==> config.mk <==
export PLATFORM = sky130hd
export DESIGN_NAME = uart_tx
export DESIGN_NICKNAME = d
export VERILOG_FILES = /design/src/design/mcu_cfg_pkg.sv /design/src/design/mcu_bus_pkg.sv /design/src/design/uart_tx.sv
export SDC_FILE = /design/constraint.sdc
export NUM_CORES = 1
export LEC_CHECK = 0
export ABC_AREA = 1
export BUFFER_PORTS_ARGS = -buffer_cell sky130_fd_sc_hd__buf_4
export CAP_MARGIN = 20
export CORE_ASPECT_RATIO = 1.2
export CORE_MARGIN = 4
export CORE_UTILIZATION = 32
export DETAILED_ROUTE_END_ITERATION = 7
export MAX_ROUTING_LAYER = met4
export PLACE_DENSITY_LB_ADDON = 0.08
export SLEW_MARGIN = 0
export SYNTH_ARGS = -nofsm -noshare
export SYNTH_HDL_FRONTEND = slang
export SYNTH_SLANG_ARGS = --single-unit
==> constraint.sdc <==
create_clock -name clk_i -period 1.7 [get_ports clk_i]
set_input_delay 0.255 -clock clk_i [delete_from_list [all_inputs] [get_ports clk_i]]
set_output_delay 0.255 -clock clk_i [all_outputs]
set_load 0.005 [all_outputs]
==> src/design/mcu_cfg_pkg.sv <==
/* Address map and register offsets of the peripherals,
   flash read opcode, default SPI and UART timing */
package mcu_cfg_pkg;

  // Slave select codes in address bits 13:12
  localparam logic [1:0] SLV_SOC   = 2'd0;
  localparam logic [1:0] SLV_UART  = 2'd1;
  localparam logic [1:0] SLV_FLASH = 2'd2;

  // soc_ctrl registers
  localparam logic [11:0] SOC_EXIT_OFS   = 12'h000;
  localparam logic [11:0] SOC_STATUS_OFS = 12'h004;

  // uart_tx registers
  localparam logic [11:0] UART_TXDATA_OFS = 12'h000;

  // spi_flash_ctrl registers
  localparam logic [11:0] FLASH_CMD_OFS    = 12'h000;
  localparam logic [11:0] FLASH_DATA_OFS   = 12'h004;
  localparam logic [11:0] FLASH_STATUS_OFS = 12'h008;

  // Standard serial flash read
  localparam logic [7:0] FLASH_READ_OPCODE = 8'h03;

  // Timing in core cycles
  localparam int DEF_SCK_DIV      = 2;
  localparam int DEF_CLKS_PER_BIT = 16;

endpackage

==> src/design/mcu_bus_pkg.sv <==
/* APB request and response structs, flash pad bundle
   and the two views of the flash command word */
package mcu_bus_pkg;

  typedef struct packed {
    logic        psel;
    logic        penable;
    logic        pwrite;
    logic [31:0] paddr;
    logic [31:0] pwdata;
  } apb_req_t;

  typedef struct packed {
    logic [31:0] prdata;
    logic        pready;
    logic        pslverr;
  } apb_rsp_t;

  // Controller side of the flash pads
  typedef struct packed {
    logic       csb;
    logic       sck;
    logic [3:0] oe;
    logic [3:0] dout;
  } spi_pad_t;

  typedef struct packed {
    logic [7:0]  opcode;
    logic [23:0] addr;
  } flash_cmd_t;

  // Opcode check on one view, shift register load from the other
  typedef union packed {
    flash_cmd_t  cmd;
    logic [31:0] raw;
  } flash_cmd_u;

endpackage

==> src/design/uart_tx.sv <==
/* 8N1 UART transmitter written over APB, holds
   the bus in wait states while a frame is on the line */
`timescale 1ns/1ns

module uart_tx #(
  parameter int CLKS_PER_BIT = 16
) (
  input  logic                  clk_i,
  input  logic                  reset_i,
  input  mcu_bus_pkg::apb_req_t req_i,
  output mcu_bus_pkg::apb_rsp_t rsp_o,
  output logic                  tx_o
);

  localparam int CW = $clog2(CLKS_PER_BIT + 1);

  logic          busy_q;
  logic [CW-1:0] clk_q;
  logic [3:0]    bit_q;
  logic [9:0]    sh_q;
  logic          ofs_ok;
  logic          load;
  logic          bit_end;

  assign ofs_ok  = req_i.paddr[11:0] == mcu_cfg_pkg::UART_TXDATA_OFS;
  assign load    = req_i.psel & req_i.penable & req_i.pwrite & ofs_ok & ~busy_q;
  assign bit_end = busy_q & (clk_q == CW'(CLKS_PER_BIT - 1));

  always_ff @(posedge clk_i) begin
    if (reset_i) begin
      busy_q <= 1'b0;
      clk_q  <= '0;
      bit_q  <= '0;
      sh_q   <= '1;
    end else if (load) begin
      // Stop, data LSB first, start
      busy_q <= 1'b1;
      clk_q  <= '0;
      bit_q  <= '0;
      sh_q   <= {1'b1, req_i.pwdata[7:0], 1'b0};
    end else if (busy_q) begin
      clk_q <= bit_end ? '0 : clk_q + CW'(1);
      if (bit_end) begin
        // Ones fill in, line is idle after the stop bit
        sh_q  <= {1'b1, sh_q[9:1]};
        bit_q <= bit_q + 4'd1;
        if (bit_q == 4'd9) begin
          busy_q <= 1'b0;
        end
      end
    end
  end

  assign tx_o = sh_q[0];

  always_comb begin
    rsp_o.prdata  = '0;
    rsp_o.pready  = ~(busy_q & req_i.pwrite & ofs_ok);
    rsp_o.pslverr = ~ofs_ok;
  end

endmodule

---- After elaboration in Yosys (flattened, before gate mapping) ----
Index checks and enable logic that the tools add are counted.
word-level totals
  output and inout port bits .............. 35
  flip-flop bits (word level) ............. 19
  input port bits ......................... 69
  logic and storage cells ................. 32
cells by class
  bitwise logic cells ..................... 10
  add/subtract/negate cells ............... 2
  reductions and logical operators ........ 6
  muxes and demuxes ....................... 8
  equality and inequality tests ........... 2
operators with widths
  cell                   count
  $mux W9                3
  $logic_not A12 Y1      1
  $and A1 B1 Y1          7
  $add A5 B1 Y5 const B  1
  $eq A5 B4 Y1 const B   1
  $mux W5                1
  $add A4 B1 Y4 const B  1
  $eq A4 B4 Y1 const B   1
  $mux W1                4
  $reduce_and A2 Y1      2
  $reduce_bool A2 Y1     2
  $not A1 Y1             3
  $reduce_or A2 Y1       1

---- Logic depth before layout (Yosys ltp) ----
Gate-level depths: netlist (run 1).
  depth in word-level cells ............... 6
  gate-level depth with buffers ........... 8
  mapped depth without buffers ............ 8

---- Worst setup path before layout (run 1) ----
No wires, ideal clock.
  kind .................................... register -> register
  start ................................... register clk_q[1]
  end ..................................... register sh_q[1]
  slack ................................... 0.490 ns
  clock period less this slack ............ 1.210 ns
  stages on the path, launching flop included .. 8
  setup time .............................. 0.124 ns
  path buffers ............................ 1
  arrival ................................. 1.086 ns
  required time ........................... 1.576 ns
  cell sequence ........................... dfxtp_1 ha_1 nand3_2 nor2_4 nand2_4 buf_6 nand3_1 nand3_1
between the ends
  cells in the longest elaborated chain, start to end .. 4
RTL lines
  element                              line           RTL
  start, declared                      uart_tx.sv:18  logic [CW-1:0] clk_q;
  start signal, assigned               uart_tx.sv:42  clk_q <= bit_end ? '0 : clk_q + CW'(1);
  $eq A5 B4 Y1                         uart_tx.sv:27  assign bit_end = busy_q & (clk_q == CW'(CLKS_PER_BIT - 1));
  $and A1 B1 Y1                        uart_tx.sv:27
  $reduce_bool A2 Y1 (no source line)  n/a
  $reduce_and A2 Y1 (no source line)   n/a
  end signal, assigned                 uart_tx.sv:40  sh_q <= {1'b1, req_i.pwdata[7:0], 1'b0};
  end signal, assigned                 uart_tx.sv:45  sh_q <= {1'b1, sh_q[9:1]};
  end, declared                        uart_tx.sv:20  logic [9:0] sh_q;
No other way between the ends.
A chain may end at the register's enable or synchronous reset.

---- Final worst setup path (run 1) ----
  start ................................... register busy_q
  end ..................................... register sh_q[2]
between the ends
  cells in the longest elaborated chain, start to end .. 4
  elaborated cells between the ends (all ways) .. 7
  those cells by class .................... mux (1); bitwise (3); reduce/logical (3)
RTL lines
  element                              line           RTL
  start, declared                      uart_tx.sv:17  logic busy_q;
  start signal, assigned               uart_tx.sv:31  busy_q <= 1'b0;
  start signal, assigned               uart_tx.sv:37  busy_q <= 1'b1;
  start signal, assigned               uart_tx.sv:48  busy_q <= 1'b0;
  $not A1 Y1                           uart_tx.sv:26  assign load = req_i.psel & req_i.penable & req_i.pwrite & ofs_ok & ~busy_q;
  $and A1 B1 Y1                        uart_tx.sv:26
  $reduce_bool A2 Y1 (no source line)  n/a
  $reduce_and A2 Y1 (no source line)   n/a
Parallel ways exist; a longest one is shown, timed or not.

==> flow_summary.ini, run 1 <==
[synth]
synth_seq_cells = 19
post_synth_instance_area_um2 = 1280
netlist_top_cells_area = sky130_fd_sc_hd__dfxtp_1 (30%), sky130_fd_sc_hd__buf_4 (19%), sky130_fd_sc_hd__nand2_1 (11%)
ys_seq_area_frac = 0.296
synthArstFlopShare = 0
synth_top_cell_area_share = 0.296
synth_enable_flop_cells = 0
synthTopCellsByCount = sky130_fd_sc_hd__nand2_1 (39), sky130_fd_sc_hd__buf_4 (33), sky130_fd_sc_hd__dfxtp_1 (19)
synth_cells = 178
syn_area_cell_um2 = 7.22
synth_ff_type = sky130_fd_sc_hd__dfxtp_1
synthMostInstantiatedCell = sky130_fd_sc_hd__nand2_1
synth.distinct_cells = 29
synthDominantAreaCellType = sky130_fd_sc_hd__dfxtp_1
ys_warn_count = 0

[routing]
residual_drc_count = 0
routed_via_density = 4.18
drt_pass1_iterations = 4
wirelength_mm = 2.64
postRouteAntennaNets = 0
drt_first_iter_violations = 59
via_count = 1082
wl_per_cell_um = 10.2

[finish]
final_core_utilization = 0.391
finish.net_count = 280
drive_above_1_share = 0.217
area_growth_pct = 14.1
n_antenna_cell = 0

[placement]
io_buffers = 27
routability_congestion = 0.777
dp_hpwl_mm = 2.08

[pwr]
power.combinational.fraction = 0.105
internal_cell_power_uw = 649
power_frac_clock = 0.368
cellPowerDensity_nw_per_um2 = 576
seq_power_share = 0.527
p_total_uw = 845
max-vdd-ir-drop_mv = 0.421
power_switching_share = 0.231
switchingPower_uw = 195
p_leak_uw = 0.000725

[sta]
report.final.slew_viol_count = 0
final.setup.tns_ns = 0
achievable-frequency_mhz = 722
hold_viol_final = 0
finalWorstPathRequiredPeriod_ns = 1.39
final.period_utilization = 0.815
grt_setup_unrepaired = no
skew_ns = 0.00113
setup_viol_count_final = 0

[global_routing]
gr-usage-all-layers = 0.112
maximum_number_of_pins_on_one_net_before_global_route_repair = 17
first_pass_grt_wire_length_mm = 4.60
total_global_routing_overflow = 0
antenna_found_initial = 0
grt_pass1_vias = 1034

[setup_path]
timing.setup.critical_path_class = flop to flop
worst_setup_path_startpoint = busy_q
setup.worst_path.start_class = flop
cp_data_required_time_ns = 1.83
rr_startpoint = busy_q
endpoint_kind = flop
timing.critical_path.arrival_ns = 1.52
worstPathMaxFanout = 12

[flow_run]
max_cap_violations = 0

[die]
fp.dieArea_um2 = 5100
initial_utilization = 0.342
dieWidth_um = 65.8
die_y_um = 77.4
io_pins = 104
floorplan.rows = 24
coreArea_um2 = 3750

[status]
status = finished, final reports clean

[clock_tree]
ctsHtreeMaxLevel = 1
register_clock_pin_slew_on_the_reported_worst_setup_and_hold_paths_ns = 0.07
clk_lat_worst_skew_ns = 0.25
cts_tree = built
cts_made_buffers = 3
cts_hold_buffers = 0
cts_setup_buffers = 0
gates_resized_cts_repair = 0
cts_root_buf = sky130_fd_sc_hd__clkbuf_8
cts-root-to-sink-buffers = 2
cts_sinks = 19

[min_path]
timing.hold.worst.start = reset_i
worst_hold_path_type = primary input to flop
## state kept, by name, indices dropped and copies added (netlist names)
| name | count |
|---|---|
| busy_q | 1 |
| bit_q | 4 |
| clk_q | 5 |
| sh_q | 9 |
## layer usage
layer	vias to the layer above	GRT usage	wire [um]
li1	565	-	-
met1	490	0.130	1110
met2	27	0.199	1390
met3	0	0.0303	142
met4	0	0.00622	0
met5	-	-	0
## worst paths after layout
path	end	slack, ns	cells after the start
setup / recovery	sh_q[2]	0.31	7
hold / removal	busy_q	0.18	2
setup reg to reg	sh_q[2]	0.31	7
hold reg to reg	sh_q[0]	0.47	2
## worst max-delay path: stages (launching register included)
cell	delay [ns]
sky130_fd_sc_hd__dfxtp_1	0.39
sky130_fd_sc_hd__inv_2	0.11
sky130_fd_sc_hd__nand2_2	0.08
sky130_fd_sc_hd__nor2_8	0.16
sky130_fd_sc_hd__nand3_4	0.14
sky130_fd_sc_hd__buf_4	0.23
sky130_fd_sc_hd__nand3_1	0.08
sky130_fd_sc_hd__nand3_1	0.08
## cells in the final DEF (no fill, tap or decap), types with 2 or more instances in the layout
cell                       synthesis  routed
sky130_fd_sc_hd__ha_1              3       3
sky130_fd_sc_hd__nand3_1          16      16
sky130_fd_sc_hd__conb_1            1      32
sky130_fd_sc_hd__dfxtp_1          19      19
sky130_fd_sc_hd__nor3_1            2       2
sky130_fd_sc_hd__buf_4            33      31
sky130_fd_sc_hd__nand4_1           9       9
sky130_fd_sc_hd__xor2_1            2       2
sky130_fd_sc_hd__nand2_1          39      39
sky130_fd_sc_hd__o21ai_0           3       3
sky130_fd_sc_hd__inv_1            12      12
sky130_fd_sc_hd__nor2_1           14      14
sky130_fd_sc_hd__nand2_2           2       2
sky130_fd_sc_hd__a21oi_1           7       7
sky130_fd_sc_hd__clkbuf_8          0       3
## per-stage QoR
step,instance area [um2],hold slack [ns],std cells,setup WS (ns)
2_1_floorplan,1400,0.324,209,0.490
3_3_place_gp,1420,0.446,255,0.170
3_5_place_dp,1420,0.447,255,0.193
4_1_cts,1470,0.171,259,0.303
5_1_grt,1470,0.178,259,0.165
6_report,1470,0.182,259,0.315
## power groups by stage
| stage | logic, uW | clock network, uW | registers (uW) |
|---|---|---|---|
| after global placement | 85.8 | 0 | 455 |
| final | 89.1 | 311 | 445 |
| after detailed placement | 86.7 | 0 | 455 |
| after CTS | 86.8 | 325 | 445 |
| after floorplan | 91.2 | 0 | 455 |
| after global routing | 100 | 340 | 444 |
## layout make-up
cell class                      instances  area (um2)
Multi-Input combinational cell        139         689
Timing Repair Buffer                   31         233
Clock inverter                          1        5.00
Clock buffer                            3        41.3
Inverter                               14        52.6
Sequential cell                        19         380
Fill cell                             430        2290
Tap cell                               52        65.1
## cell families (layout without fill, tap and decap cells)
kind of cell | count (synthesis) | after routing | synth area share
simple gates | 90 | 90 | 0.351
buf+inv | 51 | 49 | 0.258
flops | 19 | 19 | 0.296
compound gates | 12 | 12 | 0.0497
fa+ha+maj | 3 | 3 | 0.0292
xor+xnor | 2 | 2 | 0.0136
other cells | 1 | 32 | 0.00292
No activity file was read; power rests on OpenSTA's default activity.
==> run 2: changes to the inputs <==
==> constraint.sdc (replaced) <==
create_clock -name clk_i -period 1.4 [get_ports clk_i]
set_input_delay 0.21 -clock clk_i [delete_from_list [all_inputs] [get_ports clk_i]]
set_output_delay 0.21 -clock clk_i [all_outputs]
set_load 0.005 [all_outputs]
==> run 2 against run 1 <==
Effect of this change:
- global-route usage rose by 0.64 points
- sequential share of layout area decreased by 0.70 points
- cell count grew 1.9%
- flip-flop and latch count stayed put
- combinational power is 26% higher
- clock power is 22% higher
==> flow_summary.ini, run 2 (synthesis gave the netlist of run 1 again) <==
[status]
status = finished, final reports clean

[routing]
wl_per_cell_um = 10.6
drt_first_iter_violations = 50
via_count = 1095
postRouteAntennaNets = 0
drt_pass1_iterations = 6
wirelength_mm = 2.81
routed_via_density = 4.15
residual_drc_count = 0

[clock_tree]
cts-root-to-sink-buffers = 2
cts_tree = built
register_clock_pin_slew_on_the_reported_worst_setup_and_hold_paths_ns = 0.07
cts_root_buf = sky130_fd_sc_hd__clkbuf_8
cts_hold_buffers = 0
clk_lat_worst_skew_ns = 0.25
cts_sinks = 19
cts_made_buffers = 3
ctsHtreeMaxLevel = 1

[finish]
fillerInstances = 440
finish.net_count = 285
area_growth_pct = 20.0
largest_register_ffs = 9
reg.largest.list = sh_q: 9 flops, clk_q: 5 flops, bit_q: 4 flops
most_common_cell_after_layout_fill_and_taps_aside = sky130_fd_sc_hd__nand2_1
register_with_the_highest_flop_count = sh_q
design_area_um2 = 1540
n_antenna_cell = 0
final_cell_mix = sky130_fd_sc_hd__nand2_1 (39), sky130_fd_sc_hd__buf_4 (35), sky130_fd_sc_hd__conb_1 (32), sky130_fd_sc_hd__nand3_1 (16), sky130_fd_sc_hd__dfxtp_1 (16)
drive_above_1_share = 0.250

[global_routing]
total_global_routing_overflow = 0
maximum_number_of_pins_on_one_net_before_global_route_repair = 19
grt_pass1_vias = 1077
first_pass_grt_wire_length_mm = 4.73
gr-usage-all-layers = 0.118
antenna_found_initial = 0

[setup_path]
worstPathMaxFanout = 5
endpoint_kind = flop
setup.worst_path.start_class = flop
timing.critical_path.arrival_ns = 1.45
reg2reg_depth = 7
timing.setup.critical_path_class = flop to flop
cp_data_required_time_ns = 1.54

[die]
floorplan.rows = 24
die_y_um = 77.4
initial_utilization = 0.342
fp.dieArea_um2 = 5100
io_pins = 104
dieWidth_um = 65.8
coreArea_um2 = 3750

[flow_run]
max_cap_violations = 0

[pwr]
p_leak_uw = 0.000754
max-vdd-ir-drop_mv = 0.370
p_total_uw = 1030
cellPowerDensity_nw_per_um2 = 667

[sta]
achievable-frequency_mhz = 764
final.period_utilization = 0.935
skew_ns = 0.000790
grt_setup_unrepaired = yes
hold_viol_final = 0
finalWorstPathRequiredPeriod_ns = 1.31
report.final.slew_viol_count = 0
setup_viol_count_final = 0

[placement]
dp_hpwl_mm = 2.13
io_buffers = 27
post_dp_cell_area_um2 = 1440
routability_congestion = 0.743

[min_path]
holdPathStages = 2
worst_hold_path_type = primary input to flop
-- run 2: changes by cell type in the layout (fill, tap and decap cells not counted), sizes merged --
| cell | delta |
|---|---|
| clkinv | -1 |
| clkbuf | +1 |
| buf | +5 |
-- run 2: metal layers --
layer	GRT usage	vias up	part of all wire
met2	0.217	37	0.55
met5	-	-	0
li1	-	573	-
met1	0.123	481	0.38
met3	0.0318	4	0.061
met4	0.0290	0	0.0096
-- run 2: cell type report --
class                      count  area (um2)  area share
multi-input combinational    139         716       0.464
sequential                    19         389       0.252
clock buffer                   4        45.0      0.0292
inverter                      14        52.6      0.0341
tap                           52        65.1      0.0422
timing repair buffer          36         274       0.178
-- run 2: through the flow --
step	setup WS [ns]	utilization	hold WS [ns]	instances	TNS (ns)
after global placement	0.0696	0.384	0.402	258	0
after floorplan	0.190	-	0.279	209	0
final	0.0905	0.411	0.138	264	0
after global routing	-0.00312	0.411	0.141	264	-0.00312
after detailed placement	0.0174	0.384	0.407	258	0
after CTS	0.00674	0.397	0.133	262	0
-- run 2: worst paths after layout --
path | start | to | slack (ns)
setup / recovery | clk_q[1] | clk_q[3] | 0.09
hold / removal | reset_i | busy_q | 0.14
setup reg to reg | clk_q[1] | clk_q[3] | 0.09
hold reg to reg | bit_q[3] | bit_q[3] | 0.47
-- run 2: worst max-delay path, cell delays in order (launching register included) --
cell and delay (ns):
sky130_fd_sc_hd__dfxtp_4 0.36, sky130_fd_sc_hd__ha_4 0.14, sky130_fd_sc_hd__nand3_4 0.10, sky130_fd_sc_hd__nor3_4 0.23, sky130_fd_sc_hd__buf_4 0.19, sky130_fd_sc_hd__a21oi_1 0.04, sky130_fd_sc_hd__o21ai_0 0.07, sky130_fd_sc_hd__nor2_1 0.06
-- run 2: power breakdown --
part / total [uW] / switching (uW) / internal [uW]
Combinational: 112 / 58.1 / 54.3
Sequential: 536 / 0.0126 / 536
Clock: 380 / 178 / 202
Total: 1030 / 236 / 793
-- run 2: repair_timing --
action / in CTS / in global routing
setup buffers: 0 / 1
endpoints found under the setup margin: 1 / 17
pin swaps: 0 / 2
gates cloned: 0 / 1
resized for setup: 1 / 11
==> run 3: changes to the inputs <==
--- a/config.mk
+++ b/config.mk
@@ -8,9 +8,12 @@
 export ABC_AREA = 1
 export BUFFER_PORTS_ARGS = -buffer_cell sky130_fd_sc_hd__buf_4
 export CAP_MARGIN = 20
+export CELL_PAD_IN_SITES_DETAIL_PLACEMENT = 0
+export CELL_PAD_IN_SITES_GLOBAL_PLACEMENT = 1
 export CORE_ASPECT_RATIO = 1.2
 export CORE_MARGIN = 4
-export CORE_UTILIZATION = 32
+export CORE_UTILIZATION = 26
+export CTS_BUF_LIST = sky130_fd_sc_hd__clkbuf_4
 export DETAILED_ROUTE_END_ITERATION = 7
 export MAX_ROUTING_LAYER = met4
 export PLACE_DENSITY_LB_ADDON = 0.08
==> run 3 against run 2 <==
Effect of this change:
- sequential share of layout area decreased by 0.49 points
- total power decreased by 9.0%
- worst hold slack got worse by 0.045 ns
- global-route usage decreased by 1.7 points
- critical path type unchanged
- utilization decreased by 8.0 points
- highest routed layer unchanged
- flip-flop and latch count unchanged
==> flow_summary.ini, run 3 (synthesis gave the netlist of run 1 again) <==
[setup_path]
path_buf_inv = 1
setup.worst_path.start_class = flop
cell_with_the_largest_stage_delay_on_the_worst_path = sky130_fd_sc_hd__dfxtp_2
largest_stage_delay_on_the_critical_path_ns = 0.37
timing.setup.critical_path_class = flop to flop
endpoint_kind = flop
critical-path-top-delay-family = simple AND/OR/NAND/NOR gates
crit_chain = ha_4, nand3_4, nor2_4, nand2_4, buf_4, o21ai_1, a21oi_1
worstPathMaxFanout = 7
timing.critical_path.arrival_ns = 1.50
cp_data_required_time_ns = 1.58

[finish]
register_with_the_highest_flop_count = sh_q
fin_cells = 274
area_growth_pct = 20.7
drive_above_1_share = 0.269
final_cell_mix = sky130_fd_sc_hd__nand2_1 (39), sky130_fd_sc_hd__buf_4 (38), sky130_fd_sc_hd__conb_1 (32), sky130_fd_sc_hd__nand3_1 (16), sky130_fd_sc_hd__dfxtp_1 (16)
n_antenna_cell = 0
reg.largest.list = sh_q: 9 flops, clk_q: 5 flops, bit_q: 4 flops
design_area_um2 = 1550
multi_input_comb_area_um2 = 716
largest_register_ffs = 9
fillerInstances = 519
ff_latch_area_um2 = 384
finish.net_count = 289
most_common_cell_after_layout_fill_and_taps_aside = sky130_fd_sc_hd__nand2_1

[routing]
drt_first_iter_violations = 30
via_count = 1116
wirelength_mm = 2.88
postRouteAntennaNets = 0
residual_drc_count = 0
drt_pass1_iterations = 4
wl_per_cell_um = 10.5
routed_via_density = 4.07

[placement]
post_dp_cell_area_um2 = 1450
numPlacedInstances = 264
routability_congestion = 0.713
dp_hpwl_mm = 2.22
io_buffers = 27

[sta]
skew_ns = 0.00539
report.final.slew_viol_count = 0
hold_viol_final = 0
grt_setup_unrepaired = yes
final.period_utilization = 0.943
achievable-frequency_mhz = 757
finalWorstPathRequiredPeriod_ns = 1.32
setup_viol_count_final = 0

[global_routing]
grt_pass1_vias = 1109
maximum_number_of_pins_on_one_net_before_global_route_repair = 19
total_global_routing_overflow = 0
first_pass_grt_wire_length_mm = 4.96
gr-usage-all-layers = 0.101
antenna_found_initial = 0

[clock_tree]
cts_made_buffers = 3
cts_root_buf = sky130_fd_sc_hd__clkbuf_4
cts-root-to-sink-buffers = 2
clk_lat_worst_skew_ns = 0.29
ctsHtreeMaxLevel = 1
cts_hold_buffers = 0
register_clock_pin_slew_on_the_reported_worst_setup_and_hold_paths_ns = 0.10
cts_tree = built
cts_sinks = 19

[pwr]
power_switching_share = 0.227
seq_power_share = 0.577
p_total_uw = 936
max-vdd-ir-drop_mv = 0.339
cellPowerDensity_nw_per_um2 = 604
switchingPower_uw = 212
power.combinational.fraction = 0.119
p_leak_uw = 0.000758
power_frac_clock = 0.305
internal_cell_power_uw = 724

[die]
die_y_um = 85.0
initial_utilization = 0.274
coreArea_um2 = 4700
fp.dieArea_um2 = 6140
dieWidth_um = 72.2
floorplan.rows = 27
io_pins = 104

[status]
status = finished, final reports clean

[flow_run]
max_cap_violations = 0

[min_path]
worst_hold_path_type = primary input to flop
## run 3: changes by cell type in the layout (fill, tap and decap cells not counted), sizes merged
| cell | change |
|---|---|
| buf | +3 |
| nand2 | +1 |
## run 3: per-stage QoR
step / worst slack, ns / TNS (ns) / hold WS, ns / util
2_1_floorplan: 0.190 / 0 / 0.279 / -
3_3_place_gp: 0.00629 / 0 / 0.407 / 0.309
3_5_place_dp: -0.0228 / -0.111 / 0.406 / 0.309
4_1_cts: 0.00432 / 0 / 0.0799 / 0.317
5_1_grt: -0.0458 / -0.0685 / 0.0703 / 0.330
6_report: 0.0797 / 0 / 0.0928 / 0.330
## run 3: cell type report
type                       count  share of cell area
timing repair buffer          39               0.191
clock buffer                   4              0.0194
inverter                      14              0.0339
sequential                    19               0.248
tap                           58              0.0468
multi-input combinational    140               0.461
## run 3: metal layers
metal	part of all wire	track usage
met5	0	-
met3	0.035	0.0249
met4	0.0035	0.0103
met1	0.41	0.110
met2	0.55	0.190
## run 3: path summary, 6_finish.rpt
kind | start | cells past startpoint | endpoint | slack [ns]
setup / recovery | clk_q[1] | 7 | busy_q | 0.08
hold / removal | reset_i | 2 | busy_q | 0.09
setup reg to reg | clk_q[1] | 7 | busy_q | 0.08
hold reg to reg | sh_q[8] | 2 | sh_q[8] | 0.48
## run 3: power groups by stage
stage / combinational, uW / sequential (uW) / clock [uW]
floorplan: 111 / 553 / 0
global placement: 108 / 553 / 0
detailed placement: 109 / 553 / 0
CTS: 109 / 540 / 311
global route: 127 / 540 / 337
finish: 111 / 540 / 285
## run 3: what timing repair did
item,4_1_cts,5_1_grt
resized for setup,1,6
cloned,1,0
pin swaps,1,2
setup endpoints to repair,2,15
buffers inserted,0,5
hold endpoints to repair,0,0
